==> src/common/icache_defs.svh <==
`ifndef ICACHE_DEFS_SVH
`define ICACHE_DEFS_SVH

// Cache geometry.
`define ICACHE_WAYS        2
`define ICACHE_SETS        16
`define ICACHE_LINE_WORDS  4
`define ICACHE_PADDR_WIDTH 32
`define ICACHE_WORD_WIDTH  32

// Field widths derived from the geometry above.
`define ICACHE_WAY_BITS       ($clog2(`ICACHE_WAYS))
`define ICACHE_SET_BITS       ($clog2(`ICACHE_SETS))
`define ICACHE_OFF_BITS       ($clog2(`ICACHE_LINE_WORDS))
`define ICACHE_BYTE_BITS      2
`define ICACHE_LINE_BYTE_BITS (`ICACHE_OFF_BITS + `ICACHE_BYTE_BITS)
`define ICACHE_TAG_BITS       (`ICACHE_PADDR_WIDTH - `ICACHE_SET_BITS - `ICACHE_LINE_BYTE_BITS)

// Count of 1 to LINE_WORDS needs one bit more than the offset.
`define ICACHE_COUNT_BITS     (`ICACHE_OFF_BITS + 1)

`endif
==> src/common/icache_pkg.sv <==
`default_nettype none

`include "icache_defs.svh"

package icache_pkg;

    typedef logic [`ICACHE_PADDR_WIDTH-1:0] paddr_t;
    typedef logic [`ICACHE_WORD_WIDTH-1:0]  word_t;
    typedef logic [`ICACHE_SET_BITS-1:0]    set_idx_t;
    typedef logic [`ICACHE_TAG_BITS-1:0]    tag_t;
    typedef logic [`ICACHE_OFF_BITS-1:0]    word_off_t;
    typedef logic [`ICACHE_COUNT_BITS-1:0]  fetch_count_t;
    typedef logic [`ICACHE_WAY_BITS-1:0]    way_t;

    typedef struct packed {
        paddr_t       addr;
        fetch_count_t count; // Number of instructions wanted, 1 to LINE_WORDS.
    } fetch_req_t;

    typedef struct packed {
        word_t [`ICACHE_LINE_WORDS-1:0] words;
        logic  [`ICACHE_LINE_WORDS-1:0] en;
    } fetch_resp_t;

    typedef struct packed {
        set_idx_t                       set_idx;
        tag_t                           tag;
        word_off_t                      offset;
        logic  [`ICACHE_LINE_WORDS-1:0] en;
    } lookup_t;

    typedef enum logic [1:0] {
        IDLE,
        LOOKUP,
        MISS,
        REFILL
    } ctrl_state_t;

endpackage

`default_nettype wire

==> src/icache/fetch_decode.sv <==
`default_nettype none

`include "icache_defs.svh"

module fetch_decode (
    input  logic                   clk,
    input  logic                   rst,
    input  logic                   req_valid,
    input  icache_pkg::fetch_req_t req,
    input  logic                   accept,
    output icache_pkg::lookup_t    lookup
);
    import icache_pkg::*;

    lookup_t      lookup_next;
    fetch_count_t room;

    // Words left in the line from the start offset; a block never crosses the line.
    assign room = fetch_count_t'(`ICACHE_LINE_WORDS) - fetch_count_t'(lookup_next.offset);

    always_comb begin
        lookup_next.set_idx = req.addr[`ICACHE_LINE_BYTE_BITS +: `ICACHE_SET_BITS];
        lookup_next.tag     = req.addr[`ICACHE_PADDR_WIDTH-1 -: `ICACHE_TAG_BITS];
        lookup_next.offset  = req.addr[`ICACHE_BYTE_BITS +: `ICACHE_OFF_BITS];
        for (int i = 0; i < `ICACHE_LINE_WORDS; i++) begin
            lookup_next.en[i] = (fetch_count_t'(i) < req.count) &&
                                (fetch_count_t'(i) < room);
        end
    end

    // The registered request stays put until the next accepted fetch.
    always_ff @(posedge clk or posedge rst) begin
        if (rst) begin
            lookup <= '0;
        end else if (req_valid && accept) begin
            lookup <= lookup_next;
        end
    end

endmodule

`default_nettype wire

==> config.mk <==
export PLATFORM = sky130hd
export DESIGN_NAME = fetch_decode
export DESIGN_NICKNAME = d
export VERILOG_FILES = /design/src/common/icache_pkg.sv /design/src/icache/fetch_decode.sv
export VERILOG_INCLUDE_DIRS = /design/src /design/src/common
export SDC_FILE = /design/constraint.sdc
export NUM_CORES = 1
export LEC_CHECK = 0
export BUFFER_PORTS_ARGS = -buffer_cell sky130_fd_sc_hd__buf_2
export CELL_PAD_IN_SITES_DETAIL_PLACEMENT = 0
export CELL_PAD_IN_SITES_GLOBAL_PLACEMENT = 1
export CORE_ASPECT_RATIO = 1.75
export CORE_UTILIZATION = 37
export DETAILED_ROUTE_END_ITERATION = 8
export PLACE_DENSITY = 0.93
export SYNTH_ARGS = -nofsm -noshare
export SYNTH_HDL_FRONTEND = slang
export SYNTH_SLANG_ARGS = --single-unit
==> constraint.sdc <==
create_clock -name clk -period 1.92 [get_ports clk]
set_input_delay 0.384 -clock clk [delete_from_list [all_inputs] [get_ports clk]]
set_output_delay 0.384 -clock clk [all_outputs]
set_load 0.005 [all_outputs]
**After elaboration in Yosys (flattened, before gate mapping)**

Cells that the tools add are included.

- Register bits: 34
- Logic and storage cells: 18

- Add/sub/neg operators: 1
- Reductions and logical operators: 5
- Order comparisons: 8

Operators by type and width:

| kind | count |
|---|---|
| $lt A1 B3 Y1 const A | 4 |
| $lt A2 B3 Y1 const A | 4 |
| $logic_and A1 B1 Y1 | 5 |
| $sub A3 B2 Y3 const A | 1 |

**Longest topological paths before layout**

- Word-level depth: 3
- Depth in mapped cells: 3

**Worst setup path before layout**

No wires, ideal clock.

- Kind: input port to flip-flop
- Start point: in req_valid
- End point: reg lookup[10] in the netlist's numbering
- Data arrival time: 0.981 ns
- Path buffers: 1
- Cell stages on the path: 3
- Setup time: 0.125 ns
- Slack: 0.814 ns
- Path through: nand2_2 > buf_6 > mux2_4

- Word-level cells in the longest chain between the ends: 1

Ends and longest elaborated chain:

| element | line | text |
|---|---|---|
| start: declaration | fetch_decode.sv:8 | `input logic req_valid,` |
| $logic_and A1 B1 Y1 | fetch_decode.sv:35 | `end else if (req_valid && accept) begin` |
| end signal: assignment | fetch_decode.sv:36 | `lookup <= lookup_next;` |
| end: declaration | fetch_decode.sv:11 | `output icache_pkg::lookup_t lookup` |

No other way between the ends.
A chain may end at the register's enable or synchronous reset.

**Worst setup path in the final report**

- Start point: reg lookup[25] in the netlist's numbering
- End point: out lookup[25] in the netlist's numbering

No word-level cell between the ends.

==> results by group <==
Status
  • Status: finished clean

STA
  • Period Utilization, post-route: 61.81%
  • Unrepaired setup endpoints after global routing: false
  • Top achievable clock speed: between 800 and 900 MHz
  • Worst relative slew slack: ~70%
  • Slew @ Worst Pin: 0.4177 ns
  • Post-layout min period: between 1 and 1.5 ns
  • Number of endpoints failing setup at the final stage: 0
  • Final slew viol count: 0
  • Final count of hold timing violations: 0
  • Final setup TNS: 0 ns
  • Post-Route Skew: 0 ns

Setup path
  • CP endpoint: lookup[25]
  • Crit path largest cell delay: 0.40 ns
  • WP buf/inv: 1
  • Launching element of the worst setup path: lookup[25]
  • Number of stages on the worst setup path: 1
  • Maximum fanout along the worst path: 2
  • Top cell family by delay on the critical path: flip-flops
  • Setup crit start kind: register
  • Ordered cell list for the critical path: buf_2
  • Crit-path slowest cell: dfrtp_1
  • Source of the worst register-to-register timing path: lookup[31]
  • Crit end category: output port
  • Category of the critical setup timing path: reg -> out
  • Required time at the worst-slack endpoint: 1.54 ns
  • Crit path DAT: ~0.80 ns
  • Logic depth of the worst register-to-register path: 1
  • Flop-to-flop setup slack: 1.16 ns
  • Endpoint of the most critical register-to-register path: lookup[31]

Final layout
  • Register with the highest flop count: lookup
  • Antenna cell count: 0
  • Registers with the most flip-flops: lookup x34
  • Final cell area excluding filler cells: about 1900 um2
  • Largest register FFs: 34
  • Commonest cells after routing, fill and taps aside: 70 x buf_2, 34 x dfrtp_1, 28 x mux2_4, 6 x clkbuf_8, 3 x mux2_2
  • Fin cells: between 200 and 250
  • Net total in the final layout: 195
  • Relative area change from synthesis to final layout: 36.58%
  • Fraction of final layout cells with drive strength greater than 1: 71.97%
  • Most common cell after layout, fill and taps aside: buf_2
  • Number of fill cells in the layout: 330

Clock tree
  • CTS-repair resized insts: 0
  • Number of clock buffers inserted by TritonCTS: 5
  • CTS tree: yes
  • Maximum buffer depth of the clock tree: 2
  • Clock latency of the later-clocked register in the worst-skew pair: 0.27 ns
  • Clock edge transition at the registers on the reported setup and hold paths: about 0.07 ns
  • Root buffer selected by CTS: clkbuf_8
  • Number of sinks driven by the clock tree: 34
  • Quantity of hold-fixing buffers added after cts: 0
  • Post-CTS setup-driven buffer insertion count: 0
  • Depth of the CTS H-tree: 2

Place
  • Number of placed instances, taps included: just under 200
  • Port Buf Inserts: 70
  • Final estimated routing congestion in global placement: 0.7174
  • Placed inst area: 1834 um2
  • Post-DP HPWL: roughly 2100 um

Power
  • Static leakage: 1.033 nW
  • Worst IR Drop VDD: 0.0005487 V
  • Power density cells: 919.1 nW/um2

Flow run
  • Count of max-cap constraint violations: 0

Synth
  • Area of the mapped netlist: 1413 um2
  • Top cell type's share of synthesized area: between 60% and 70%
  • Synth warn: 0
  • Main area contributors after synthesis: dfrtp_1 60%, mux2_4 30%, buf_6 2.4%
  • Mapped Cells: between 70 and 80
  • Post-synthesis sequential element count: 34
  • Syn Nets: 118
  • Sequential share of the synthesized area: 60.23%
  • Average cell area after synthesis: between 15 and 20 um2
  • Library cells used by synthesis: 13
  • Cell type contributing the most total cell area after synthesis: dfrtp_1

Detailed routing
  • Overall routed net length: 2778 um
  • Number of search-and-repair iterations in the first detailed-routing pass: 2
  • Remaining routing DRC violations: 0
  • Detailed-route wire length on metal 1: about 1100 um
  • Amount of wire on met3 after detailed routing: 167 um
  • Via total after detailed routing: roughly 960
  • Final antenna-violating net count: 0
  • Vias/cell: between 4 and 5
  • DR WL/cell: roughly 14 um
  • Highest layer used for signal routing: met4
  • Wire length on met2: 1474 um
  • Iter 0 DRT Violations: 8

Global route
  • Gr ovfl total: 0
  • Initial antenna violation count: 0
  • Global-route wire length before repair: between 4000 and 5000 um
  • Via count of the first global-routing pass: 1001
  • Global-route total usage across every layer: between 10% and 20%
  • Maximum number of pins on one net before global-route repair: 26

Floorplanning
  • Floorplan die area: 4078 um2
  • Floorplan Core Area: 3628 um2
  • Floorplan row count: 29
  • Initial core utilization: around two fifths
  • Y dimension of the die: 83.74 um
  • Die W: a little under 50 um
  • Number of ports placed on the die boundary: 73

Worst hold path
  • HP Class: in -> async
how the worst min path moves through the flow:
stage,endpoint,slack [ns],from,depth (start not counted)
floorplan,lookup[3],0.47,req[5],1
global placement,lookup[17],0.39,rst,2
detailed placement,lookup[17],0.40,rst,2
CTS,lookup[17],0.09,rst,2
global route,lookup[17],0.11,rst,2
finish,lookup[17],0.08,rst,2
Yosys cell counts:
master and count:
nand4b_1 1, nand2_2 1, o2bb2ai_1 2, a31oi_1 1
a21oi_1 2, mux2_2 3, a2bb2oi_1 1, nor3_1 1
mux2_4 28, dfrtp_1 34, buf_6 3, nand3b_1 1
inv_1 1
cells by family after synthesis:
group                  after synthesis  synth area share, %
AOI/OAI and AO/OA                    6                3.012
buffers and inverters                4                2.657
DFF                                 34                60.23
muxes                               31                32.15
and+or+nand+nor                      4                1.949
where the power goes:
| group | total, W | switching [W] | leakage (nW) | internal [W] |
|---|---|---|---|---|
| combinational | 0.000365 | 0.000126 | 0.587 | 0.000238 |
| sequential | 0.000873 | 0.0000534 | 0.399 | 0.000819 |
| clock | 0.000536 | 0.000248 | 0.0472 | 0.000288 |
| total | 0.00177 | 0.000428 | 1.03 | 0.00135 |
final cells by class:
type	count	area [um2]	area share (%)
clock buffer	6	82.58	4.280
clock inverter	2	12.51	0.6485
inverter	1	3.754	0.1946
multi-input combinational	41	524.3	27.17
sequential	34	850.8	44.10
tap	46	57.56	2.983
timing repair buffer	73	397.9	20.62
per-stage QoR:
| step | total power (W) | worst slack, ns | hold slack [ns] | utilization [%] |
|---|---|---|---|---|
| 6_report | 0.001773 | 0.7332 | 0.08315 | 53.17 |
| 3_5_place_dp | 0.001255 | 0.5896 | 0.3994 | 50.55 |
| 5_1_grt | 0.001872 | 0.6912 | 0.1053 | 53.17 |
| 4_1_cts | 0.001803 | 0.7151 | 0.08835 | 53.17 |
| 2_1_floorplan | 0.001079 | 0.7885 | 0.4665 | - |
| 3_3_place_gp | 0.001241 | 0.6264 | 0.3908 | 50.55 |
routing by layer:
metal  vias to the layer above  global-route usage, %
met1                       466                  17.42
met2                        47                  25.00
li1                        437                      -
met3                         7                  3.279
met4                         0                  8.824
met5                         -                      0
Power figures use the tool's default switching activity.
