## src/common/icache_defs.svh

```systemverilog
`ifndef ICACHE_DEFS_SVH
`define ICACHE_DEFS_SVH

// Cache geometry.
`define ICACHE_WAYS        2
`define ICACHE_SETS        16
`define ICACHE_LINE_WORDS  4
`define ICACHE_PADDR_WIDTH 32
`define ICACHE_WORD_WIDTH  32

// Field widths derived from the geometry above.
`define ICACHE_WAY_BITS       ($clog2(`ICACHE_WAYS))
`define ICACHE_SET_BITS       ($clog2(`ICACHE_SETS))
`define ICACHE_OFF_BITS       ($clog2(`ICACHE_LINE_WORDS))
`define ICACHE_BYTE_BITS      2
`define ICACHE_LINE_BYTE_BITS (`ICACHE_OFF_BITS + `ICACHE_BYTE_BITS)
`define ICACHE_TAG_BITS       (`ICACHE_PADDR_WIDTH - `ICACHE_SET_BITS - `ICACHE_LINE_BYTE_BITS)

// Count of 1 to LINE_WORDS needs one bit more than the offset.
`define ICACHE_COUNT_BITS     (`ICACHE_OFF_BITS + 1)

`endif
```

## src/common/icache_pkg.sv

```systemverilog
`default_nettype none

`include "icache_defs.svh"

package icache_pkg;

    typedef logic [`ICACHE_PADDR_WIDTH-1:0] paddr_t;
    typedef logic [`ICACHE_WORD_WIDTH-1:0]  word_t;
    typedef logic [`ICACHE_SET_BITS-1:0]    set_idx_t;
    typedef logic [`ICACHE_TAG_BITS-1:0]    tag_t;
    typedef logic [`ICACHE_OFF_BITS-1:0]    word_off_t;
    typedef logic [`ICACHE_COUNT_BITS-1:0]  fetch_count_t;
    typedef logic [`ICACHE_WAY_BITS-1:0]    way_t;

    typedef struct packed {
        paddr_t       addr;
        fetch_count_t count; // Number of instructions wanted, 1 to LINE_WORDS.
    } fetch_req_t;

    typedef struct packed {
        word_t [`ICACHE_LINE_WORDS-1:0] words;
        logic  [`ICACHE_LINE_WORDS-1:0] en;
    } fetch_resp_t;

    typedef struct packed {
        set_idx_t                       set_idx;
        tag_t                           tag;
        word_off_t                      offset;
        logic  [`ICACHE_LINE_WORDS-1:0] en;
    } lookup_t;

    typedef enum logic [1:0] {
        IDLE,
        LOOKUP,
        MISS,
        REFILL
    } ctrl_state_t;

endpackage

`default_nettype wire

```

## src/icache/fetch_response.sv

```systemverilog
`default_nettype none

`include "icache_defs.svh"

module fetch_response (
    input  logic                                       clk,
    input  logic                                       rst,
    input  icache_pkg::lookup_t                        lookup,
    input  logic                                       lookup_hit,
    input  logic                                       refill_done,
    input  icache_pkg::word_t [`ICACHE_LINE_WORDS-1:0] hit_words,
    input  icache_pkg::word_t [`ICACHE_LINE_WORDS-1:0] refill_line,
    input  logic                                       resp_ready,
    output logic                                       resp_valid,
    output icache_pkg::fetch_resp_t                    resp
);
    import icache_pkg::*;

    word_t [`ICACHE_LINE_WORDS-1:0] src_line;
    fetch_resp_t                    resp_next;
    logic                           load;

    assign load     = lookup_hit || refill_done;
    assign src_line = refill_done ? refill_line : hit_words;

    // Response word i is line word offset+i, zeroed outside the mask.
    always_comb begin
        int idx;
        resp_next.en = lookup.en;
        for (int i = 0; i < `ICACHE_LINE_WORDS; i++) begin
            idx = int'(lookup.offset) + i;
            if ((idx < `ICACHE_LINE_WORDS) && lookup.en[i]) begin
                resp_next.words[i] = src_line[idx];
            end else begin
                resp_next.words[i] = '0;
            end
        end
    end

    always_ff @(posedge clk or posedge rst) begin
        if (rst) begin
            resp_valid <= 1'b0;
        end else if (load) begin
            resp_valid <= 1'b1;
        end else if (resp_ready) begin
            resp_valid <= 1'b0;
        end
    end

    // Held while resp_ready is low; no new load can come until the handshake.
    always_ff @(posedge clk) begin
        if (load) begin
            resp <= resp_next;
        end
    end

endmodule

`default_nettype wire

```

## config.mk

```make
export PLATFORM = sky130hd
export DESIGN_NAME = fetch_response
export DESIGN_NICKNAME = d
export VERILOG_FILES = /design/src/common/icache_pkg.sv /design/src/icache/fetch_response.sv
export VERILOG_INCLUDE_DIRS = /design/src /design/src/common
export SDC_FILE = /design/constraint.sdc
export NUM_CORES = 1
export LEC_CHECK = 0
export BUFFER_PORTS_ARGS = -buffer_cell sky130_fd_sc_hd__buf_2
export CAP_MARGIN = 20
export CORE_AREA = 2 2 168 170
export CTS_CLUSTER_DIAMETER = 150
export CTS_CLUSTER_SIZE = 16
export DETAILED_ROUTE_END_ITERATION = 8
export DIE_AREA = 0 0 170 172
export SLEW_MARGIN = 20
export SYNTH_ARGS = -nofsm -noshare
export SYNTH_HDL_FRONTEND = slang
export SYNTH_SLANG_ARGS = --single-unit
```

## constraint.sdc

```tcl
create_clock -name clk -period 1.1 [get_ports clk]
set_clock_uncertainty 0.2 [all_clocks]
set_input_delay 0.11 -clock clk [delete_from_list [all_inputs] [get_ports clk]]
set_output_delay 0.11 -clock clk [all_outputs]
set_load 0.02 [all_outputs]
```

-- Yosys cells after proc, flatten, opt, wreduce, memory -nomap -nowiden
Cells that the tools add are included.
- word-level logic and storage cells: 37
- output and inout bits: 133
- bits in registers: 133
- mux-type cells: 14
- $add $sub $neg: 3
- magnitude comparators: 8
- reductions and logical operators: 6
- operators by type and width (kind ; number):
    binary-select mux 32 bit (select 2 bit) ; 4
    2-to-1 mux 32 bit ; 7
    2-to-1 mux 128 bit ; 1
    < comparator 3 bit, second input constant ; 6
    adder 2 x 2 -> 3 bit, second input constant ; 2
    < comparator 2 x 3 -> 1 bit, second input constant ; 2
    logical AND 1 bit ; 4
    adder 2 x 1 -> 3 bit, second input constant ; 1
    2-to-1 mux 1 bit ; 2
    nonzero test 2 bit ; 1
    logical OR 1 bit ; 1

-- Longest topological paths before layout
Gate-level depths: netlist of run 1.
- word-level depth: 4
- gate-level depth with buffers: 9

-- Least setup slack after synthesis of run 1
No wires, ideal clock.
- path kind: input-to-reg
- start: input port refill_done
- end: register resp[0] (netlist name) (enable)
- stages on the path: 4
- data arrival time: 2218 ps
- data required time: 464 ps
- buffers on the path: 3
- path slack: -1754 ps
- library setup time: 436 ps
- path through: buf_6 buf_6 buf_6 or2_2
- word-level cells in the longest chain between the ends: 1
- RTL lines (element ; line ; RTL):
    from (decl) ; fetch_response.sv:10 ; input logic refill_done,
    logical OR 1 bit ; fetch_response.sv:23 ; assign load = lookup_hit || refill_done;
    net load ; fetch_response.sv:21 ; logic load;
    to (signal assigned) ; fetch_response.sv:53 ; resp <= resp_next;
    to (decl) ; fetch_response.sv:15 ; output icache_pkg::fetch_resp_t resp
The timed path passes the listed nets, and every way through them passes these cells.
A chain may end at the register's enable or synchronous reset.

-- Worst setup path after layout of run 1
- start: input port lookup[5] (netlist name)
- end: register resp[129] (netlist name) (data pin)
- word-level cells in the longest chain between the ends: 4
- elaborated cells between the ends (all ways): 6
- classes of those cells: 1 x add/sub; 1 x order compare; 3 x mux; 1 x reduce/logical
- RTL lines (element ; line ; RTL):
    from (decl) ; fetch_response.sv:8 ; input icache_pkg::lookup_t lookup,
    adder 2 x 2 -> 3 bit (*) ; fetch_response.sv:31 ; idx = int'(lookup.offset) + i;
    binary-select mux 32 bit (select 2 bit) ; fetch_response.sv:33 ; resp_next.words[i] = src_line[idx];
    2-to-1 mux 32 bit (not written as such) (2 in a row) ; fetch_response.sv:33 ;
Every way passes the cells marked *; elsewhere a longest branch is shown, timed or not. The select of a mux whose other input is x is not followed.

==> out/results.tsv, run 1 <==
metric	value	unit
ys_seq_area_share	43.9	%
drtPass1Iterations	6	
cp_data_arrival_time	1260	ps
grt_antenna_before_repair	1	
relSlewSlack	85.4	%
start_util	33.0	%
final-setup-viol-count	295	
netlist_area	9080	sq um
max_stage_delay	280	ps
power	0.0183	W
die_y	172	microns
reg2reg_slack	250	ps
avgSynthCellArea	18.2	sq um
grt_util_met2	44.7	%
slowest_stage	ha_4	
ys_warn_count	0	
die_x	170	microns
final-hold-violation-count	0	
drive_above_1_share	73.5	%
grt_pass1_vias	7938	
post_synth_num_cell_types	18	
ir_drop	0.827	mV
drc	0	
cp.required	1050	ps
wl	36900	microns
path_delay_family	buffers and inverters	
cap_violations	0	
slew_viol_final	0	
synth_area_leaders	edfxtp_1, mux4_2, a22o_1	
violations	negative setup slack	
yosysTopAreaCell	edfxtp_1	
grt_pass1_wl	51100	microns
status	finished with violations	
max_freq	0.763	GHz
clk_latency	410	ps
cp_cell_sequence	buf_16 -> inv_8 -> ha_4 -> and3b_2 -> buf_12 -> a22o_1	
crit_fanout	23	
dieArea	29200	sq um
fillers	2303	
cts_tree	built	
nets	1275	
place_congestion	0.824	
num_vias	7831	
drt_iter0_drc	678	
portBuffers	399	
synthCells	498	
multiInputGateArea	4860	sq um
cp-end-kind	flop	
cts_root_buf	clkbuf_16	
globalRouteOverflowTotal	0	
worst_pin_slew	219	ps
n_antenna_cell	0	
grt_start_max_net_pins	42	
core	27500	sq um
postRouteAntennaNets	0	
ys_ff_latch	133	
p_per_area	1240	nW/um^2
syn_nets	795	
yosysTopAreaCellShare	43.7	%
path_buf_inv	3	
cp-start-kind	input pin	
p_leak	6.15	nW
wire_per_inst	27.6	microns
period_share	119	%
path_class	input pin to flop	
clk_pin_slew_worst_paths	70	ps
rsz0062_at_grt	true	
final.setup.worst_slack	-210	ps
met1_usage	29.4	%
viasPerCell	5.86	
period_minus_slack	1310	ps
met3_usage	4.58	%
fin_cells	1337	
final-seq-area	3990	sq um
dp.cells	1239	
htree_num_levels	4	
row_count	61	
busiest_layer	met2	
grt_usage	24.4	%
hold_path_class	input pin to flop	
cts-buffers-inserted	17	
hpwl	22100	microns
clk_path_buf_depth	2	
ios	428	
clock-sinks	133	
area_delta_synth_final	63.1	%
==> stage by stage <==
stage	worst slack [ps]	hold slack (ps)	utilization [%]	setup TNS, ps	instance area [sq um]
finish	-210	7.63	53.9	-33290	14800
global route	-229	5.24	53.9	-38790	14800
CTS	-214	-8.04	52.3	-34970	14400
detailed placement	-902	-254	43.2	-178830	11900
global placement	-862	-257	43.2	-174870	11900
floorplan	-1010	-361	-	-208950	9340
==> power breakdown <==
| group | leakage (nW) | switching, W | internal (W) |
|---|---|---|---|
| sequential | 1.42 | 0.000251 | 0.00620 |
| clock | 0.292 | 0.00230 | 0.00386 |
| combinational | 4.43 | 0.00254 | 0.00315 |
==> metal layers <==
| layer | vias to the layer above | part of all wire (%) | wire length, microns |
|---|---|---|---|
| met1 | 4073 | 37 | 13800 |
| met4 | 0 | 2.2 | 801 |
| met5 | - | 0 | 0 |
| met3 | 44 | 7.3 | 2700 |
| li1 | 3253 | - | - |
| met2 | 461 | 53 | 19600 |
==> flip-flops by register name (all words and copies together), names as in the netlist <==
name	flops
resp	132
resp_valid	1
==> worst min-delay path, cell delays in order <==
cell    delay (ps)
buf_2           90
mux4_2         220
a22o_1         110
==> final cells by class <==
type | instances | area share [%]
Clock buffer | 20 | 3.02
Tap cell | 346 | 2.92
Timing Repair Buffer | 520 | 32.9
Multi-Input combinational cell | 302 | 32.8
Sequential cell | 133 | 26.9
Clock inverter | 12 | 1.23
Inverter | 4 | 0.169
==> layout by cell type, fill, tap and decap left out, types with 2 or more instances in the layout <==
cell             n
buf_12          27
mux4_2         160
and2_1          22
buf_6          142
edfxtp_1       132
buf_2          275
buf_8           10
a22o_1          96
clkbuf_1         2
clkinvlp_4       4
ha_4             2
clkbuf_16       20
and2_4          10
dlygate4sd3_1    7
nor2b_4          4
buf_4           24
or2_4            2
inv_1            2
clkinv_4         3
buf_16          32
bufinv_16        4
==> repair_timing <==
action | 4_1_cts | 5_1_grt
gates cloned | 29 | 6
setup buffers | 24 | 7
endpoints found under the hold margin | 16 | 0
resized for setup | 223 | 139
setup endpoints to repair | 394 | 282
pin swaps | 46 | 27
hold buffers | 7 | 0
==> cells by family after synthesis <==
| logic type | count (synthesis) | synth area share, % |
|---|---|---|
| simple gates | 40 | 2.83 |
| fa+ha+maj | 2 | 0.276 |
| buf+inv | 66 | 3.94 |
| mux | 160 | 39.7 |
| compound gates | 97 | 9.34 |
| flops | 133 | 43.9 |
==> Yosys cell counts <==
cell type / count
and2_1: 33
or2_2: 1
buf_4: 5
buf_1: 1
clkbuf_1: 23
buf_6: 8
nor3b_1: 1
and3b_1: 2
ha_1: 2
a21o_1: 1
inv_1: 4
a22o_1: 96
mux4_2: 160
nor2b_1: 2
and3_1: 1
edfxtp_1: 132
dfrtp_1: 1
buf_2: 25
==> worst paths after layout <==
check                                 from         end  cells after the start
max                              lookup[5]   resp[129]                      6
min                        refill_line[61]    resp[33]                      3
max reg2reg                     resp_valid  resp_valid                      1
min reg2reg                     resp_valid  resp_valid                      1
max in group asynchronous              rst  resp_valid                      4
min in group asynchronous              rst  resp_valid                      4
Power figures use the tool's default switching activity.
==> inputs of run 2 (changes only) <==
- BUFFER_PORTS_ARGS: -buffer_cell sky130_fd_sc_hd__buf_2 -> unset
- DONT_BUFFER_PORTS: unset -> 1
==> out/results.tsv, run 2 (same netlist as run 1, synthesis figures left out) <==
metric	value	unit
status	finished with violations	
violations	negative hold slack, negative setup slack	
viasPerCell	6.77	
slew_viol_final	0	
p_per_area	1420	nW/um^2
hpwl	19400	microns
hold_path_class	input pin to flop	
drt_iter0_drc	400	
mostFrequentLayoutCell	mux4_2	
power.share.combinational	14.2	%
ff2ff_path_depth	1	
num_vias	5832	
max_freq	0.783	GHz
rsz0062_at_grt	true	
cts_hold_buf	7	
switching_share	27.2	%
cap_violations	0	
p_seq_share	48.7	%
cts_tree	built	
drc	0	
cts-buffers-inserted	17	
cp-end-kind	flop	
ios	428	
portBuffers	0	
core	27500	sq um
switching_power	0.00403	W
final.setup.worst_slack	-177	ps
top_regs	resp (132), resp_valid (1)	
die_x	170	microns
fillers	2508	
hold_depth	2	
final-setup-viol-count	197	
power_frac_clock	37.0	%
fin_util	38.0	%
clk_path_buf_depth	2	
wire_per_inst	32.4	microns
grt_usage	18.6	%
die_y	172	microns
path_delay_family	buffers and inverters	
internal-power	0.0108	W
clk_pin_slew_worst_paths	60	ps
worst_pin_slew	804	ps
grt_start_max_net_pins	163	
final-hold-violation-count	137	
clock-sinks	133	
whs	-134	ps
dp_slack	-508	ps
path_buf_inv	3	
grt_pass1_wl	39600	microns
grt_antenna_before_repair	0	
p_leak	3.52	nW
crit_fanout	162	
path_class	input pin to flop	
min_to	resp[69]	
final_cell_mix	mux4_2, edfxtp_1, a22o_1	
largest_reg_flops	132	
globalRouteOverflowTotal	0	
max_stage_delay	230	ps
final-seq-area	3990	sq um
clk_latency	410	ps
postRouteAntennaNets	0	
row_count	61	
place_congestion	0.857	
r2r-start	resp_valid	
drtPass1Iterations	5	
slowest_stage	and3b_2	
grt_pass1_vias	6218	
htree_num_levels	4	
reg2reg_slack	250	ps
cp_cell_sequence	inv_8 -> ha_4 -> buf_6 -> and3b_2 -> buf_12 -> a22o_1	
dieArea	29200	sq um
period_share	116	%
n_antenna_cell	0	
start_util	33.0	%
drive_above_1_share	46.9	%
top_register	resp	
period_minus_slack	1280	ps
cp-start-kind	input pin	
area_delta_synth_final	14.9	%
reg2reg_to	resp_valid	
cp_data_arrival_time	1230	ps
wl	28000	microns
nets	800	
cts_root_buf	clkbuf_16	
cp.required	1060	ps
ir_drop	0.860	mV
relSlewSlack	46.3	%
hold_path.startpoint	lookup[4]	
multiInputGateArea	4790	sq um
[run 2: changes by cell type in the layout (fill, tap and decap cells not counted), sizes merged]
cell	delta
or2	-1
inv	+4
nor2b	-1
bufinv	-3
clkbuf	-5
buf	-470
clkinv	+1
[run 2: how the worst max path moves through the flow]
stage | startpoint | end | slack, ps | cells after the start
after floorplan | refill_done | resp[0] | -1010 | 4
after global placement | refill_done | resp[35] | -470 | 2
after detailed placement | refill_done | resp[35] | -510 | 2
after CTS | resp[100] | resp[100] | -190 | 0
after global routing | resp[36] | resp[36] | -200 | 0
final | lookup[4] | resp[52] | -180 | 6
[run 2: timing repair]
action	in CTS	in global routing
hold endpoints to repair	143	138
buffers inserted	2	0
endpoints found under the setup margin	190	194
resized for setup	10	4
pin swaps	3	4
cloned	4	0
[run 2: layer usage]
metal	track usage, %	wire (microns)	vias to the layer above
met3	5.93	2950	55
met1	21.2	9740	3028
met4	7.36	760	0
met5	0	0	-
li1	-	-	2272
met2	32.6	14500	477
[run 2: area by class of cell]
| cell class | count | area share, % |
|---|---|---|
| clock inverters | 14 | 1.21 |
| well taps | 346 | 4.15 |
| multi-input cells | 300 | 46.0 |
| clock buffers | 18 | 4.11 |
| inverters | 4 | 0.288 |
| flip-flops and latches | 133 | 38.2 |
| repair buffers | 47 | 6.04 |
[run 2: power by group through the flow]
stage / Sequential (W) / Combinational (W) / Clock, W
2_1_floorplan: 0.00714 / 0.00195 / 0
3_3_place_gp: 0.00732 / 0.00199 / 0
3_5_place_dp: 0.00731 / 0.00203 / 0
4_1_cts: 0.00722 / 0.00212 / 0.00562
5_1_grt: 0.00725 / 0.00223 / 0.00581
6_report: 0.00720 / 0.00210 / 0.00547
[run 2: metrics by stage]
stage / std cells / hold slack, ps / setup TNS [ps] / area, sq um / power, W
after floorplan: 498 / -361 / -208950 / 9340 / 0.00909
after global placement: 818 / -359 / -56540 / 9680 / 0.00931
after detailed placement: 818 / -358 / -60130 / 9680 / 0.00935
after CTS: 863 / -151 / -19800 / 10500 / 0.0150
after global routing: 862 / -145 / -21640 / 10400 / 0.0153
final: 862 / -134 / -22740 / 10400 / 0.0148
