==> config.mk <==
export PLATFORM = sky130hd
export DESIGN_NAME = miss_control
export DESIGN_NICKNAME = d
export VERILOG_FILES = /design/src/common/icache_pkg.sv /design/src/common/mem_bus_pkg.sv /design/src/icache/miss_control.sv
export VERILOG_INCLUDE_DIRS = /design/src /design/src/common
export SDC_FILE = /design/constraint.sdc
export NUM_CORES = 1
export LEC_CHECK = 0
export BUFFER_PORTS_ARGS = -buffer_cell sky130_fd_sc_hd__buf_2
export CORE_AREA = 5 5 142 144
export DETAILED_ROUTE_END_ITERATION = 6
export DIE_AREA = 0 0 147 149
export PLACE_DENSITY_LB_ADDON = 0.08
export SLEW_MARGIN = 0
export SYNTH_ARGS = -nofsm -noshare
export SYNTH_HDL_FRONTEND = slang
export SYNTH_SLANG_ARGS = --single-unit
==> constraint.sdc <==
create_clock -name clk -period 6.55 [get_ports clk]
set_input_delay 0.3275 -clock clk [delete_from_list [all_inputs] [get_ports clk]]
set_output_delay 0.3275 -clock clk [all_outputs]
set_load 0.02 [all_outputs]
==> src/common/icache_defs.svh <==
`ifndef ICACHE_DEFS_SVH
`define ICACHE_DEFS_SVH

// Cache geometry.
`define ICACHE_WAYS        2
`define ICACHE_SETS        16
`define ICACHE_LINE_WORDS  4
`define ICACHE_PADDR_WIDTH 32
`define ICACHE_WORD_WIDTH  32

// Field widths derived from the geometry above.
`define ICACHE_WAY_BITS       ($clog2(`ICACHE_WAYS))
`define ICACHE_SET_BITS       ($clog2(`ICACHE_SETS))
`define ICACHE_OFF_BITS       ($clog2(`ICACHE_LINE_WORDS))
`define ICACHE_BYTE_BITS      2
`define ICACHE_LINE_BYTE_BITS (`ICACHE_OFF_BITS + `ICACHE_BYTE_BITS)
`define ICACHE_TAG_BITS       (`ICACHE_PADDR_WIDTH - `ICACHE_SET_BITS - `ICACHE_LINE_BYTE_BITS)

// Count of 1 to LINE_WORDS needs one bit more than the offset.
`define ICACHE_COUNT_BITS     (`ICACHE_OFF_BITS + 1)

`endif
==> src/common/icache_pkg.sv <==
`default_nettype none

`include "icache_defs.svh"

package icache_pkg;

    typedef logic [`ICACHE_PADDR_WIDTH-1:0] paddr_t;
    typedef logic [`ICACHE_WORD_WIDTH-1:0]  word_t;
    typedef logic [`ICACHE_SET_BITS-1:0]    set_idx_t;
    typedef logic [`ICACHE_TAG_BITS-1:0]    tag_t;
    typedef logic [`ICACHE_OFF_BITS-1:0]    word_off_t;
    typedef logic [`ICACHE_COUNT_BITS-1:0]  fetch_count_t;
    typedef logic [`ICACHE_WAY_BITS-1:0]    way_t;

    typedef struct packed {
        paddr_t       addr;
        fetch_count_t count; // Number of instructions wanted, 1 to LINE_WORDS.
    } fetch_req_t;

    typedef struct packed {
        word_t [`ICACHE_LINE_WORDS-1:0] words;
        logic  [`ICACHE_LINE_WORDS-1:0] en;
    } fetch_resp_t;

    typedef struct packed {
        set_idx_t                       set_idx;
        tag_t                           tag;
        word_off_t                      offset;
        logic  [`ICACHE_LINE_WORDS-1:0] en;
    } lookup_t;

    typedef enum logic [1:0] {
        IDLE,
        LOOKUP,
        MISS,
        REFILL
    } ctrl_state_t;

endpackage

`default_nettype wire

==> src/common/mem_bus_pkg.sv <==
`default_nettype none

package mem_bus_pkg;

    // Read burst request; the address is always line aligned.
    typedef struct packed {
        icache_pkg::paddr_t addr;
    } mem_ar_t;

    // One read beat of the burst.
    typedef struct packed {
        icache_pkg::word_t data;
        logic              last; // Marks the final word of the line.
    } mem_r_t;

endpackage

`default_nettype wire

==> src/icache/miss_control.sv <==
`default_nettype none

`include "icache_defs.svh"

module miss_control (
    input  logic                                       clk,
    input  logic                                       rst,
    input  logic                                       req_valid,
    input  logic                                       resp_ready,
    input  logic                                       hit,
    input  icache_pkg::way_t                           hit_way,
    input  icache_pkg::way_t                           lru_way,
    input  icache_pkg::lookup_t                        lookup,
    input  logic                                       sweeping,
    input  logic                                       ar_ready,
    input  logic                                       r_valid,
    input  mem_bus_pkg::mem_r_t                        r,
    output logic                                       accept,
    output logic                                       req_ready,
    output logic                                       read_en,
    output logic                                       fill_en,
    output icache_pkg::way_t                           fill_way,
    output icache_pkg::word_t [`ICACHE_LINE_WORDS-1:0] fill_line,
    output logic                                       touch_en,
    output icache_pkg::way_t                           touch_way,
    output logic                                       ar_valid,
    output mem_bus_pkg::mem_ar_t                       ar,
    output icache_pkg::word_t [`ICACHE_LINE_WORDS-1:0] refill_line,
    output logic                                       refill_done,
    output logic                                       lookup_hit
);
    import icache_pkg::*;

    ctrl_state_t                    state;
    logic                           lookup_wait;  // First LOOKUP cycle, arrays still reading.
    logic                           resp_pending;
    logic                           lookup_miss;
    word_off_t                      beat_idx;
    word_t [`ICACHE_LINE_WORDS-1:0] refill_buf;

    assign req_ready   = (state == IDLE) && !sweeping && !resp_pending;
    assign accept      = req_valid && req_ready;
    assign read_en     = (state == LOOKUP) && lookup_wait;
    assign lookup_hit  = (state == LOOKUP) && !lookup_wait && hit;
    assign lookup_miss = (state == LOOKUP) && !lookup_wait && !hit;
    assign ar_valid    = (state == MISS);

    // The last beat goes straight into the line written to the arrays.
    assign fill_en     = (state == REFILL) && r_valid && r.last;
    assign refill_done = fill_en;

    always_comb begin
        fill_line           = refill_buf;
        fill_line[beat_idx] = r.data;
    end

    assign refill_line = fill_line;
    assign touch_en    = lookup_hit || fill_en;
    assign touch_way   = fill_en ? fill_way : hit_way;

    always_ff @(posedge clk or posedge rst) begin
        if (rst) begin
            state        <= IDLE;
            lookup_wait  <= 1'b0;
            resp_pending <= 1'b0;
            beat_idx     <= '0;
        end else begin
            case (state)
                IDLE: begin
                    if (accept) begin
                        state       <= LOOKUP;
                        lookup_wait <= 1'b1;
                    end
                end
                LOOKUP: begin
                    if (lookup_wait) begin
                        lookup_wait <= 1'b0;
                    end else if (hit) begin
                        state <= IDLE;
                    end else begin
                        state <= MISS;
                    end
                end
                MISS: begin
                    if (ar_ready) begin
                        state    <= REFILL;
                        beat_idx <= '0;
                    end
                end
                REFILL: begin
                    if (r_valid) begin
                        beat_idx <= beat_idx + 1'b1;
                        if (r.last) begin
                            state <= IDLE;
                        end
                    end
                end
                default: begin
                    state <= IDLE;
                end
            endcase
            // Mirrors resp_valid in fetch_response.
            if (lookup_hit || refill_done) begin
                resp_pending <= 1'b1;
            end else if (resp_ready) begin
                resp_pending <= 1'b0;
            end
        end
    end

    always_ff @(posedge clk) begin
        if (lookup_miss) begin
            ar.addr  <= {lookup.tag, lookup.set_idx, {`ICACHE_LINE_BYTE_BITS{1'b0}}};
            fill_way <= lru_way;
        end
        if ((state == REFILL) && r_valid) begin
            refill_buf[beat_idx] <= r.data;
        end
    end

endmodule

`default_nettype wire

# Word-level counts from Yosys, hierarchy flattened
# Cells that the tools add are included.
word_totals:
  reg_bits: 163
  elab_cells: 61
classes:
  n_mux: 18
  reduce_logical: 22
  addsub: 1
  order_cmp: 2
  eq_ne: 8
op_table:
  columns: ["cell", "count"]
  rows:
  - ["$bwmux 128", 1]
  - ["$demux 32 s2", 1]
  - ["$mux 32", 1]
  - ["$mux 2", 8]
  - ["$logic_and 1x1->1", 10]
  - ["$ne 2x2->1 const B", 5]
  - ["$pmux 2 s4", 1]
  - ["$reduce_bool 2->1", 3]
  - ["$reduce_and 5->1", 1]
  - ["$eq 2x2->1 const B", 2]
  - ["$logic_not 1->1", 4]
  - ["$mux 1", 4]
  - ["$pmux 2 s2", 1]
  - ["$lt 2x3->1 const B", 1]
  - ["$reduce_and 3->1", 1]
  - ["$add 2x1->2 const B", 1]
  - ["$eq 2x1->1 const B", 1]
  - ["$ge 2x1->1 const B", 1]
  - ["$logic_not 2->1", 1]
  - ["$pmux 1 s2", 1]
  - ["$reduce_and 2->1", 1]
  - ["$logic_or 1x1->1", 1]

# Logic depth before layout (Yosys ltp)
# Gate-level depths: netlist (run 1).
logic_depth:
  depth_word: 6
  ltp_mapped: 6
  depth_no_buf: 3

# Least setup slack after synthesis (run 1)
# Ideal clock, no wire load.
synth_path:
  kind: "register -> register"
  from: "register with a tool-made name"
  to: "register ar[10] (netlist name) (enable)"
  required_time_ns: 6.138
  n_path_buf: 0
  period_less_slack_ns: 2.264
  stages_incl_launch_ff: 3
  path_slack_ns: 4.286
  arrival_time_ns: 1.852
  path_cell_list: "dfrtp_1 or2b_1 nor3_2"
synth_lines:
  columns: ["element", "line", "text"]
  rows:
  - ["end: declaration", "miss_control.sv:27", "output mem_bus_pkg::mem_ar_t ar,"]

==> out/qor.tcl, run 1 <==
set qor(hpwl_mm) 13.5
set qor(start_util_pct) 41.1
set qor(fin_hold_ws_ps) 69.6
set qor(synth_cells) 477
set qor(dieHeight_um) 149
set qor(cts_inserted_buffers) 17
set qor(yosysUniqueCellTypes) 28
set qor(timing.critical_path.from_type) {flop}
set qor(timing.slew.headroom_pct) 18.9
set qor(layout_cell_share_with_drive_strength_beyond_1_pct) 72.8
set qor(fin_setup_tns_ps) 0
set qor(synthesis.yosys.warnings) 0
set qor(row_count) 50
set qor(worst_ep_required_time_ps) 6220
set qor(clock_tree.root_cell) {sky130_fd_sc_hd__clkbuf_16}
set qor(areaGrowthSynthToFinish_pct) 21.9
set qor(worstMarginPinSlew_ps) 1220
set qor(worstPathCellList) {inv_1 > ha_2 > mux2_2 > buf_2}
set qor(grt_antenna_before_repair) 1
set qor(synth-edff-count) 157
set qor(outcome) {complete, no violations}
set qor(placeableCoreArea_mm2) 0.0186
set qor(endpoint_kind) {output pin}
set qor(clkTransAtPathRegs_ps) 70
set qor(detail_route.wirelength_mm) 18.8
set qor(placement.setup.worst_slack_ps) 3980
set qor(synth_top_cells_by_area) {sky130_fd_sc_hd__edfxtp_1, sky130_fd_sc_hd__mux2_2, sky130_fd_sc_hd__buf_4}
set qor(timing_worst_setup_path_type) {reg2out}
set qor(max-cap-violations) 0
set qor(crit_path_max_fanout) 32
set qor(die_width_um) 147
set qor(yosys.area.top_type_share_pct) 61.7
set qor(first_iter_violations) 159
set qor(cts_post_setup_buffers_inserted) 0
set qor(grt_pass1_wl_mm) 27.9
set qor(ir_worst_vdd_mv) 0.265
set qor(most_frequent_cell_after_synthesis) {sky130_fd_sc_hd__edfxtp_1}
set qor(drt-pass1-iter-count) 6
set qor(timing.final.crit_period_ps) 2790
set qor(power.leakage_uw) 0.00388
set qor(power.total_uw) 4600
set qor(netlist.top_cell.by_area) {sky130_fd_sc_hd__edfxtp_1}
set qor(die_footprint_mm2) 0.0219
set qor(power_density_mw_per_mm2) 493
set qor(netlist_area_mm2) 0.00764
set qor(timing.final.crit_share_pct) 42.6
set qor(hold_buffers) 1
set qor(final_max_slew_viol_count) 0
set qor(tritoncts) {yes}
set qor(fin_nets) 797
set qor(grt_start_max_net_pins) 93
set qor(holdCritPathClass) {in2reg}
set qor(via_count) 4641
set qor(placed_cell_area_mm2) 0.00872
set qor(first_global_vias) 4743
set qor(worst-endpoint-arrival_ps) 2460
set qor(total_count_of_hold_check_failures_in_the_final_report) 0
set qor(cts_sinks) 163
set qor(grt-ovfl-total) 0
set qor(setup_viol_count_final) 0
set qor(route.detailed.vias_per_inst) 4.81
set qor(rsz0062_at_grt) {no}
set qor(gp_congestion) 0.750
set qor(synth-seq-area-share_pct) 63.6
set qor(final_critical_path_setup_slack_ps) 3760
set qor(achievable-frequency_ghz) 0.359
set qor(portBuffers) 364
set qor(layout.cell_area.non_filler_mm2) 0.00932
set qor(cp_slowest_stage_delay_ps) 870
set qor(postSynthAreaPerCell_um2) 16.0
set qor(synth.ff_latch_count) 163
set qor(fin_skew_ps) 10.3
set qor(cts_repair_resize_count) 0
set qor(drt.antenna.violating_nets) 0
set qor(slowest_library_cell_on_the_worst_path) {sky130_fd_sc_hd__ha_2}
set qor(grt_total_usage_pct) 16.5
set qor(cts_htree_levels) 4
set qor(ys_async_sr_fraction_pct) 3.68
set qor(synth_ff_type) {sky130_fd_sc_hd__edfxtp_1}
set qor(clk_path_buf_depth) 2
set qor(io_pins) 375
set qor(routed_wire_length_per_instance_um) 19.5
set qor(clock_latency_ps) 420
set qor(netlist_top_cells_count) {sky130_fd_sc_hd__edfxtp_1, sky130_fd_sc_hd__buf_4, sky130_fd_sc_hd__mux2_2, sky130_fd_sc_hd__buf_2, sky130_fd_sc_hd__mux2_1}
set qor(drt_drc_violations_left) 0
## cell families after synthesis
| logic type | count (synthesis) | synth area share (%) |
|---|---|---|
| AO/OA/AOI/OAI | 7 | 0.655 |
| adder cells (fa/ha/maj) | 4 | 0.655 |
| buffers and inverters | 156 | 14.5 |
| flip-flops | 163 | 63.6 |
| multiplexers | 130 | 19.2 |
| other | 1 | 0.0491 |
| AND/OR/NAND/NOR | 16 | 1.31 |
## registers in the layout, indices dropped and copies added, names as in the netlist, named ones only
signal        flops
state             1
resp_pending      1
fill_way          1
ar               28
lookup_wait       1
beat_idx          2
refill_buf      128
## worst max-delay path: cells and delay by family (launching register included)
family,cells,cell delay [ps]
fa+ha+maj,1,870
flops,1,420
mux,1,460
buf+inv,2,280
## metal layers
layer | vias to the layer above | routed length, um | GRT usage [%]
met5 | - | 0 | 0
met4 | 0 | 202 | 5.13
met3 | 15 | 1460 | 5.26
met2 | 237 | 9560 | 28.9
met1 | 2304 | 7620 | 19.5
li1 | 2085 | - | -
## stage by stage
step	utilization, %	instances
finish	50.2	964
global placement	46.9	930
CTS	50.1	963
floorplan	-	480
global route	50.2	964
detailed placement	46.9	930
## layout make-up
| cell class | instances | area [um2] |
|---|---|---|
| fillers | 1643 | 9260 |
| flip-flops and latches | 163 | 4860 |
| repair buffers | 367 | 1850 |
| multi-input cells | 161 | 1700 |
| clock buffers | 17 | 425 |
| well taps | 234 | 293 |
| clock inverters | 15 | 160 |
| inverters | 6 | 22.5 |
| diodes | 1 | 2.50 |
## report_power, final
group | switching [uW] | internal [uW]
registers | 55.4 | 1420
clock network | 464 | 511
logic | 1420 | 726
## final timing paths
check	cells past startpoint	startpoint	slack [ps]	to
worst max-delay path	4	beat_idx[0]	3760	refill_line[84]
worst min-delay path	1	lookup[8]	70	ar[10]
worst max register to register	2	flop	3950	refill_buf[29]
worst min register to register	1	resp_pending	520	resp_pending
max in group asynchronous	3	rst	5950	beat_idx[1]
min in group asynchronous	3	rst	380	resp_pending
## cells in the final DEF (no fill, tap or decap), types with 3 or more instances in the layout
cell type,n
sky130_fd_sc_hd__buf_2,364
sky130_fd_sc_hd__edfxtp_1,157
sky130_fd_sc_hd__mux2_2,120
sky130_fd_sc_hd__clkbuf_16,17
sky130_fd_sc_hd__mux2_1,9
sky130_fd_sc_hd__inv_1,6
sky130_fd_sc_hd__dfrtp_1,6
sky130_fd_sc_hd__ha_2,4
sky130_fd_sc_hd__conb_1,4
sky130_fd_sc_hd__inv_6,4
sky130_fd_sc_hd__inv_8,4
sky130_fd_sc_hd__nand3_1,3
sky130_fd_sc_hd__clkinv_4,3
sky130_fd_sc_hd__clkinv_8,3
No activity file was read; power rests on OpenSTA's default activity.
==> inputs of run 2 (changes only) <==
- CORE_AREA: 5 5 142 144 -> unset
- CORE_MARGIN: unset -> 5
- CORE_UTILIZATION: unset -> 42
- DIE_AREA: 0 0 147 149 -> unset
- clock period: 6.55 -> 2.4 ns (I/O delays scaled with it)
==> out/qor.tcl, run 2 (same netlist as run 1, synthesis figures left out) <==
set qor(outcome) {complete, no violations}
set qor(die_footprint_mm2) 0.0210 ;# -4.1%
set qor(grt.met1_usage_pct) 20.1 ;# +0.63 points
set qor(rsz0062_at_grt) {no}
set qor(fin_setup_tns_ps) 0 ;# unchanged
set qor(timing.final.crit_share_pct) 90.3
set qor(holdCritPathClass) {in2reg}
set qor(grt_antenna_before_repair) 2 ;# +1
set qor(io_pins) 375 ;# unchanged
set qor(mostFrequentLayoutCell) {sky130_fd_sc_hd__buf_2}
set qor(worst_ep_required_time_ps) 2280 ;# -3940 ps
set qor(route.detailed.vias_per_inst) 4.75 ;# -1.4%
set qor(grt_start_max_net_pins) 67 ;# -28%
set qor(dieHeight_um) 145 ;# -2.7%
set qor(tritoncts) {yes}
set qor(reg_top3) {refill_buf: 128 flops, ar: 28 flops, beat_idx: 2 flops}
set qor(grtUsageMet2_pct) 30.8 ;# +1.8 points
set qor(clock_latency_ps) 430 ;# about the same
set qor(cts_inserted_buffers) 17 ;# unchanged
set qor(drt_drc_violations_left) 0 ;# unchanged
set qor(drt.antenna.violating_nets) 0 ;# unchanged
set qor(cts_htree_levels) 4 ;# unchanged
set qor(achievable-frequency_ghz) 0.461
set qor(drt-pass1-iter-count) 4 ;# -2
set qor(clock_tree.root_cell) {sky130_fd_sc_hd__clkbuf_16}
set qor(fin_nets) 838 ;# +5.1%
set qor(grt_pass1_wl_mm) 29.0 ;# +4.0%
set qor(detail_route.wirelength_mm) 18.9 ;# +0.48%
set qor(gp_congestion) 0.748 ;# -0.39%
set qor(start_util_pct) 42.6 ;# +1.4 points
set qor(max_reg_flops) 128 ;# unchanged
set qor(crit_path_max_fanout) 8 ;# -75%
set qor(grt_total_usage_pct) 17.6 ;# +1.1 points
set qor(hpwl_mm) 13.4 ;# -0.71%
set qor(areaGrowthSynthToFinish_pct) 27.7
set qor(cts_sinks) 163 ;# unchanged
set qor(total_count_of_hold_check_failures_in_the_final_report) 0 ;# unchanged
set qor(layout.cells.non_filler) 1001 ;# +3.8%
set qor(via_count) 4754 ;# +2.4%
set qor(clkTransAtPathRegs_ps) 70 ;# about the same
set qor(first_iter_violations) 191 ;# +20%
set qor(timing_worst_setup_path_type) {reg2out}
set qor(max_flop_register) {refill_buf}
set qor(multi_input_comb_area_mm2) 0.00170 ;# unchanged
set qor(met3_global_route_usage_pct) 6.49 ;# +1.2 points
set qor(endpoint_kind) {output pin}
set qor(fin_skew_ps) 10.5 ;# +0.199 ps
set qor(die_width_um) 145 ;# -1.4%
set qor(timing.critical_path.from_type) {flop}
set qor(max-cap-violations) 0 ;# unchanged
set qor(cts_post_setup_buffers_inserted) 0 ;# unchanged
set qor(mostFrequentLayoutCells) {sky130_fd_sc_hd__buf_2, sky130_fd_sc_hd__edfxtp_1, sky130_fd_sc_hd__mux2_2}
set qor(ir_worst_vdd_mv) 0.824 ;# +210%
set qor(clk_path_buf_depth) 2 ;# unchanged
set qor(placeableCoreArea_mm2) 0.0180 ;# -3.3%
set qor(final_max_slew_viol_count) 0 ;# unchanged
set qor(worst-endpoint-arrival_ps) 2050 ;# -410 ps
set qor(timing.final.crit_period_ps) 2170
set qor(row_count) 49 ;# -2.0%
set qor(layout_cell_share_with_drive_strength_beyond_1_pct) 70.1 ;# -2.7 points
set qor(dp.cells) 934 ;# +0.43%
set qor(layout_filler_cell_count) 1553 ;# -5.5%
set qor(power.total_uw) 12800 ;# +180%
set qor(routed_wire_length_per_instance_um) 18.9 ;# -3.2%
set qor(power_density_mw_per_mm2) 1310 ;# +170%
set qor(power.leakage_uw) 0.00407 ;# +4.9%
set qor(seq_area_mm2) 0.00486 ;# unchanged
set qor(first_global_vias) 5017 ;# +5.8%
set qor(setup_viol_count_final) 0 ;# unchanged
set qor(grt-ovfl-total) 0 ;# unchanged
set qor(top_usage_layer) {met2}
set qor(portBuffers) 364 ;# unchanged
==> run 2: cell count changes in the layout (fill, tap and decap cells not counted) <==
cell,before,now
sky130_fd_sc_hd__buf_12,0,4
sky130_fd_sc_hd__buf_4,2,7
sky130_fd_sc_hd__bufinv_16,0,2
sky130_fd_sc_hd__clkinv_4,3,2
sky130_fd_sc_hd__clkinv_8,3,0
sky130_fd_sc_hd__clkinvlp_4,0,3
sky130_fd_sc_hd__diode_2,1,2
sky130_fd_sc_hd__dlygate4sd3_1,1,33
sky130_fd_sc_hd__inv_6,4,5
sky130_fd_sc_hd__inv_8,4,2
==> run 2: routing by layer <==
| layer | part of all wire (%) | routed length, um |
|---|---|---|
| met1 | 39 | 7380 |
| met3 | 8.3 | 1580 |
| met4 | 1.4 | 266 |
| met5 | 0 | 0 |
| met2 | 51 | 9710 |
==> run 2: power breakdown <==
group          internal (uW)  leakage (uW)  switching (uW)
sequential              3870       0.00151             149
clock                   1560      0.000285            1200
combinational           2130       0.00228            3890
==> run 2: final timing paths <==
kind	startpoint	to	slack [ps]	cells past startpoint
max	beat_idx[1]	fill_line[32]	230	5
min reg2reg	resp_pending	resp_pending	530	1
max in group asynchronous	rst	beat_idx[1]	2010	3
min in group asynchronous	rst	resp_pending	180	3
min	hit	flop	40	3
max reg2reg	flop	state[0]	610	4
==> run 2: timing repair <==
action                                 in CTS  in global routing
hold buffers                               33                  0
gates resized for setup                     0                  0
setup endpoints to repair                   0                  0
endpoints found under the hold margin      38                  0
==> run 2: stage by stage <==
stage | util (%) | hold WS [ps] | worst slack [ps] | cell area (um2)
after floorplan | - | -89.0 | 136 | 7650
after global placement | 49.2 | 50.9 | 674 | 8830
after detailed placement | 49.2 | 57.1 | 655 | 8830
after CTS | 54.3 | 15.6 | 175 | 9760
after global routing | 54.4 | 34.1 | 102 | 9760
final | 54.4 | 37.5 | 233 | 9760
==> run 2: area by class of cell <==
| cell class | instances | area share [%] |
|---|---|---|
| diodes | 2 | 0.0513 |
| clock buffers | 17 | 4.36 |
| clock inverters | 15 | 1.76 |
| inverters | 6 | 0.231 |
| multi-input cells | 161 | 17.5 |
| flip-flops and latches | 163 | 49.8 |
| well taps | 229 | 2.93 |
| repair buffers | 408 | 23.4 |
==> run 2: critical path, cell delays in order (launching register included) <==
cell and delay [ps]:
sky130_fd_sc_hd__dfrtp_1 420, sky130_fd_sc_hd__inv_1 100, sky130_fd_sc_hd__ha_2 310, sky130_fd_sc_hd__buf_4 230
sky130_fd_sc_hd__mux2_2 390, sky130_fd_sc_hd__buf_2 170
==> inputs of run 3 (changes only) <==
- CORE_AREA: unset -> 5 5 143 145
- CORE_MARGIN: 5 -> unset
- CORE_UTILIZATION: 42 -> unset
- CTS_BUF_LIST: unset -> sky130_fd_sc_hd__clkbuf_4 sky130_fd_sc_hd__clkbuf_8 sky130_fd_sc_hd__clkbuf_16
- DIE_AREA: unset -> 0 0 148 150
- clock period: 2.4 -> 2.1 ns (I/O delays scaled with it)
==> out/qor.tcl, run 3 (same netlist as run 1, synthesis figures left out) <==
set qor(tritoncts) {yes}
set qor(mostFrequentLayoutCell) {sky130_fd_sc_hd__buf_2}
set qor(fin_setup_tns_ps) 0 ;# unchanged
set qor(ir_worst_vdd_mv) 1.08 ;# +31%
set qor(die_width_um) 148 ;# +2.1%
set qor(grt-ovfl-total) 0 ;# unchanged
set qor(power.leakage_uw) 0.00420 ;# +3.1%
set qor(outcome) {complete, no violations}
set qor(cts_inserted_buffers) 17 ;# unchanged
set qor(timing_worst_setup_path_type) {reg2out}
set qor(timing.final.crit_share_pct) 96.1
set qor(clk_path_buf_depth) 2 ;# unchanged
set qor(critical_path.n_buffers_inverters) 3 ;# unchanged
set qor(crit_path_max_fanout) 12 ;# +4
set qor(areaGrowthSynthToFinish_pct) 31.5
set qor(hpwl_mm) 14.0 ;# +4.2%
set qor(dieHeight_um) 150 ;# +3.5%
set qor(grt_start_max_net_pins) 30 ;# -55%
set qor(timing.final.crit_period_ps) 2020
set qor(clkTransAtPathRegs_ps) 70 ;# about the same
set qor(route.detailed.vias_per_inst) 4.67 ;# -1.6%
set qor(reg_top3) {refill_buf: 128 flops, ar: 28 flops, beat_idx: 2 flops}
set qor(fin_skew_ps) 11.4 ;# +0.967 ps
set qor(timing.reg2reg.setup_slack_ps) 280 ;# -330 ps
set qor(drt_drc_violations_left) 0 ;# unchanged
set qor(power_density_mw_per_mm2) 1490 ;# +14%
set qor(gp_congestion) 0.734 ;# -1.8%
set qor(max-cap-violations) 0 ;# unchanged
set qor(total_count_of_hold_check_failures_in_the_final_report) 0 ;# unchanged
set qor(setup_viol_count_final) 0 ;# unchanged
set qor(rsz0062_at_grt) {yes}
set qor(endpoint_kind) {output pin}
set qor(antennaDiodeCount) 0 ;# -2
set qor(worst-endpoint-arrival_ps) 1910 ;# -140 ps
set qor(layout.cell_area.non_filler_mm2) 0.0100 ;# +2.9%
set qor(worstPathCellList) {inv_2 > ha_4 > buf_8 > mux2_2 > buf_2}
set qor(first_global_vias) 5008 ;# -0.18%
set qor(drt-pass1-iter-count) 4 ;# unchanged
set qor(cts_sinks) 163 ;# unchanged
set qor(worst_ep_required_time_ps) 2000 ;# -280 ps
set qor(dp.cells) 950 ;# +1.7%
set qor(detail_route.wirelength_mm) 19.9 ;# +5.0%
set qor(max_reg_flops) 128 ;# unchanged
set qor(portBuffers) 364 ;# unchanged
set qor(layout_cell_share_with_drive_strength_beyond_1_pct) 71.0 ;# +0.92 points
set qor(cp_slowest_stage_delay_ps) 450 ;# +30 ps
set qor(grt_total_usage_pct) 16.9 ;# -0.67 points
set qor(io_pins) 375 ;# unchanged
set qor(start_util_pct) 40.1 ;# -2.5 points
set qor(cts_htree_levels) 4 ;# unchanged
set qor(max_flop_register) {refill_buf}
set qor(row_count) 51 ;# +4.1%
set qor(drt.antenna.violating_nets) 0 ;# unchanged
set qor(routed_wire_length_per_instance_um) 19.5 ;# +2.9%
set qor(power.total_uw) 15000 ;# +17%
set qor(worst_path_dominant_cell_family) {buffers and inverters}
set qor(final_max_slew_viol_count) 0 ;# unchanged
set qor(via_count) 4774 ;# +0.42%
set qor(grt_antenna_before_repair) 1 ;# -1
set qor(holdCritPathClass) {in2reg}
set qor(slowest_library_cell_on_the_worst_path) {sky130_fd_sc_hd__dfrtp_2}
set qor(mostFrequentLayoutCells) {sky130_fd_sc_hd__buf_2, sky130_fd_sc_hd__edfxtp_1, sky130_fd_sc_hd__mux2_2}
set qor(layout.cells.non_filler) 1022 ;# +2.1%
set qor(clock_tree.root_cell) {sky130_fd_sc_hd__clkbuf_16}
set qor(clock_latency_ps) 430 ;# about the same
set qor(timing.critical_path.from_type) {flop}
set qor(grt_pass1_wl_mm) 28.6 ;# -1.6%
set qor(fin_nets) 852 ;# +1.7%
set qor(achievable-frequency_ghz) 0.496
set qor(placeableCoreArea_mm2) 0.0191 ;# +6.2%
set qor(die_footprint_mm2) 0.0222 ;# +5.7%
set qor(placed_cell_area_mm2) 0.00895 ;# +1.3%
set qor(first_iter_violations) 139 ;# -27%
## run 3: cell count changes in the layout (fill, tap and decap cells not counted), sizes merged
cell / change
buf: +11
bufinv: -2
clkbuf: +2
clkinv: +5
clkinvlp: -3
diode: -2
dlygate4sd3: +1
## run 3: cell type report
cell class	count	area, um2
fillers	1649	9030
clock buffers	17	425
flip-flops and latches	163	4870
repair buffers	422	2530
well taps	238	298
inverters	6	25.0
clock inverters	15	163
multi-input cells	161	1740
## run 3: metal layers
layer | wire (um) | share of wire, % | up-vias | global-route usage [%]
met4 | 298 | 1.5 | 2 | 5.31
met2 | 10100 | 51 | 241 | 29.6
li1 | - | - | 2188 | -
met1 | 7780 | 39 | 2322 | 19.3
met5 | 13 | 0.065 | - | 0
met3 | 1680 | 8.5 | 21 | 6.30
## run 3: worst paths after layout
check | start | end | cells after the start
max in group asynchronous | rst | beat_idx[0] | 3
min in group asynchronous | rst | resp_pending | 3
min | r[0] | flop | 3
min reg2reg | resp_pending | resp_pending | 1
max | beat_idx[1] | fill_line[0] | 5
max reg2reg | flop | state[0] | 4
## run 3: report_power, final
| group | internal (uW) | switching [uW] | leakage (uW) | total (uW) |
|---|---|---|---|---|
| Clock | 1600 | 1450 | 0.000290 | 3040 |
| Combinational | 2770 | 4600 | 0.00240 | 7370 |
| Sequential | 4420 | 184 | 0.00151 | 4600 |
## run 3: through the flow
| stage | util (%) | hold WS, ps | setup slack, ps |
|---|---|---|---|
| after floorplan | - | -104 | 62.5 |
| final | 52.7 | 44.1 | 82.4 |
| after CTS | 51.8 | 19.1 | -9.95 |
| after global placement | 46.9 | 34.6 | 427 |
| after global routing | 52.7 | 36.2 | -5.00 |
| after detailed placement | 46.9 | 31.4 | 384 |
## run 3: worst reg2reg max path: stages (launching register included)
cell and delay (ps):
sky130_fd_sc_hd__dfrtp_1 460, sky130_fd_sc_hd__nor4_1 490, sky130_fd_sc_hd__nand2_1 150, sky130_fd_sc_hd__nand3_1 110
sky130_fd_sc_hd__dlygate4sd3_1 550
## run 3: what timing repair did
item | in CTS | in global routing
hold buffers | 34 | 0
cloned | 0 | 3
pin swaps | 0 | 1
setup endpoints to repair | 99 | 208
gates resized for setup | 4 | 18
hold endpoints to repair | 39 | 0
buffers inserted | 0 | 3
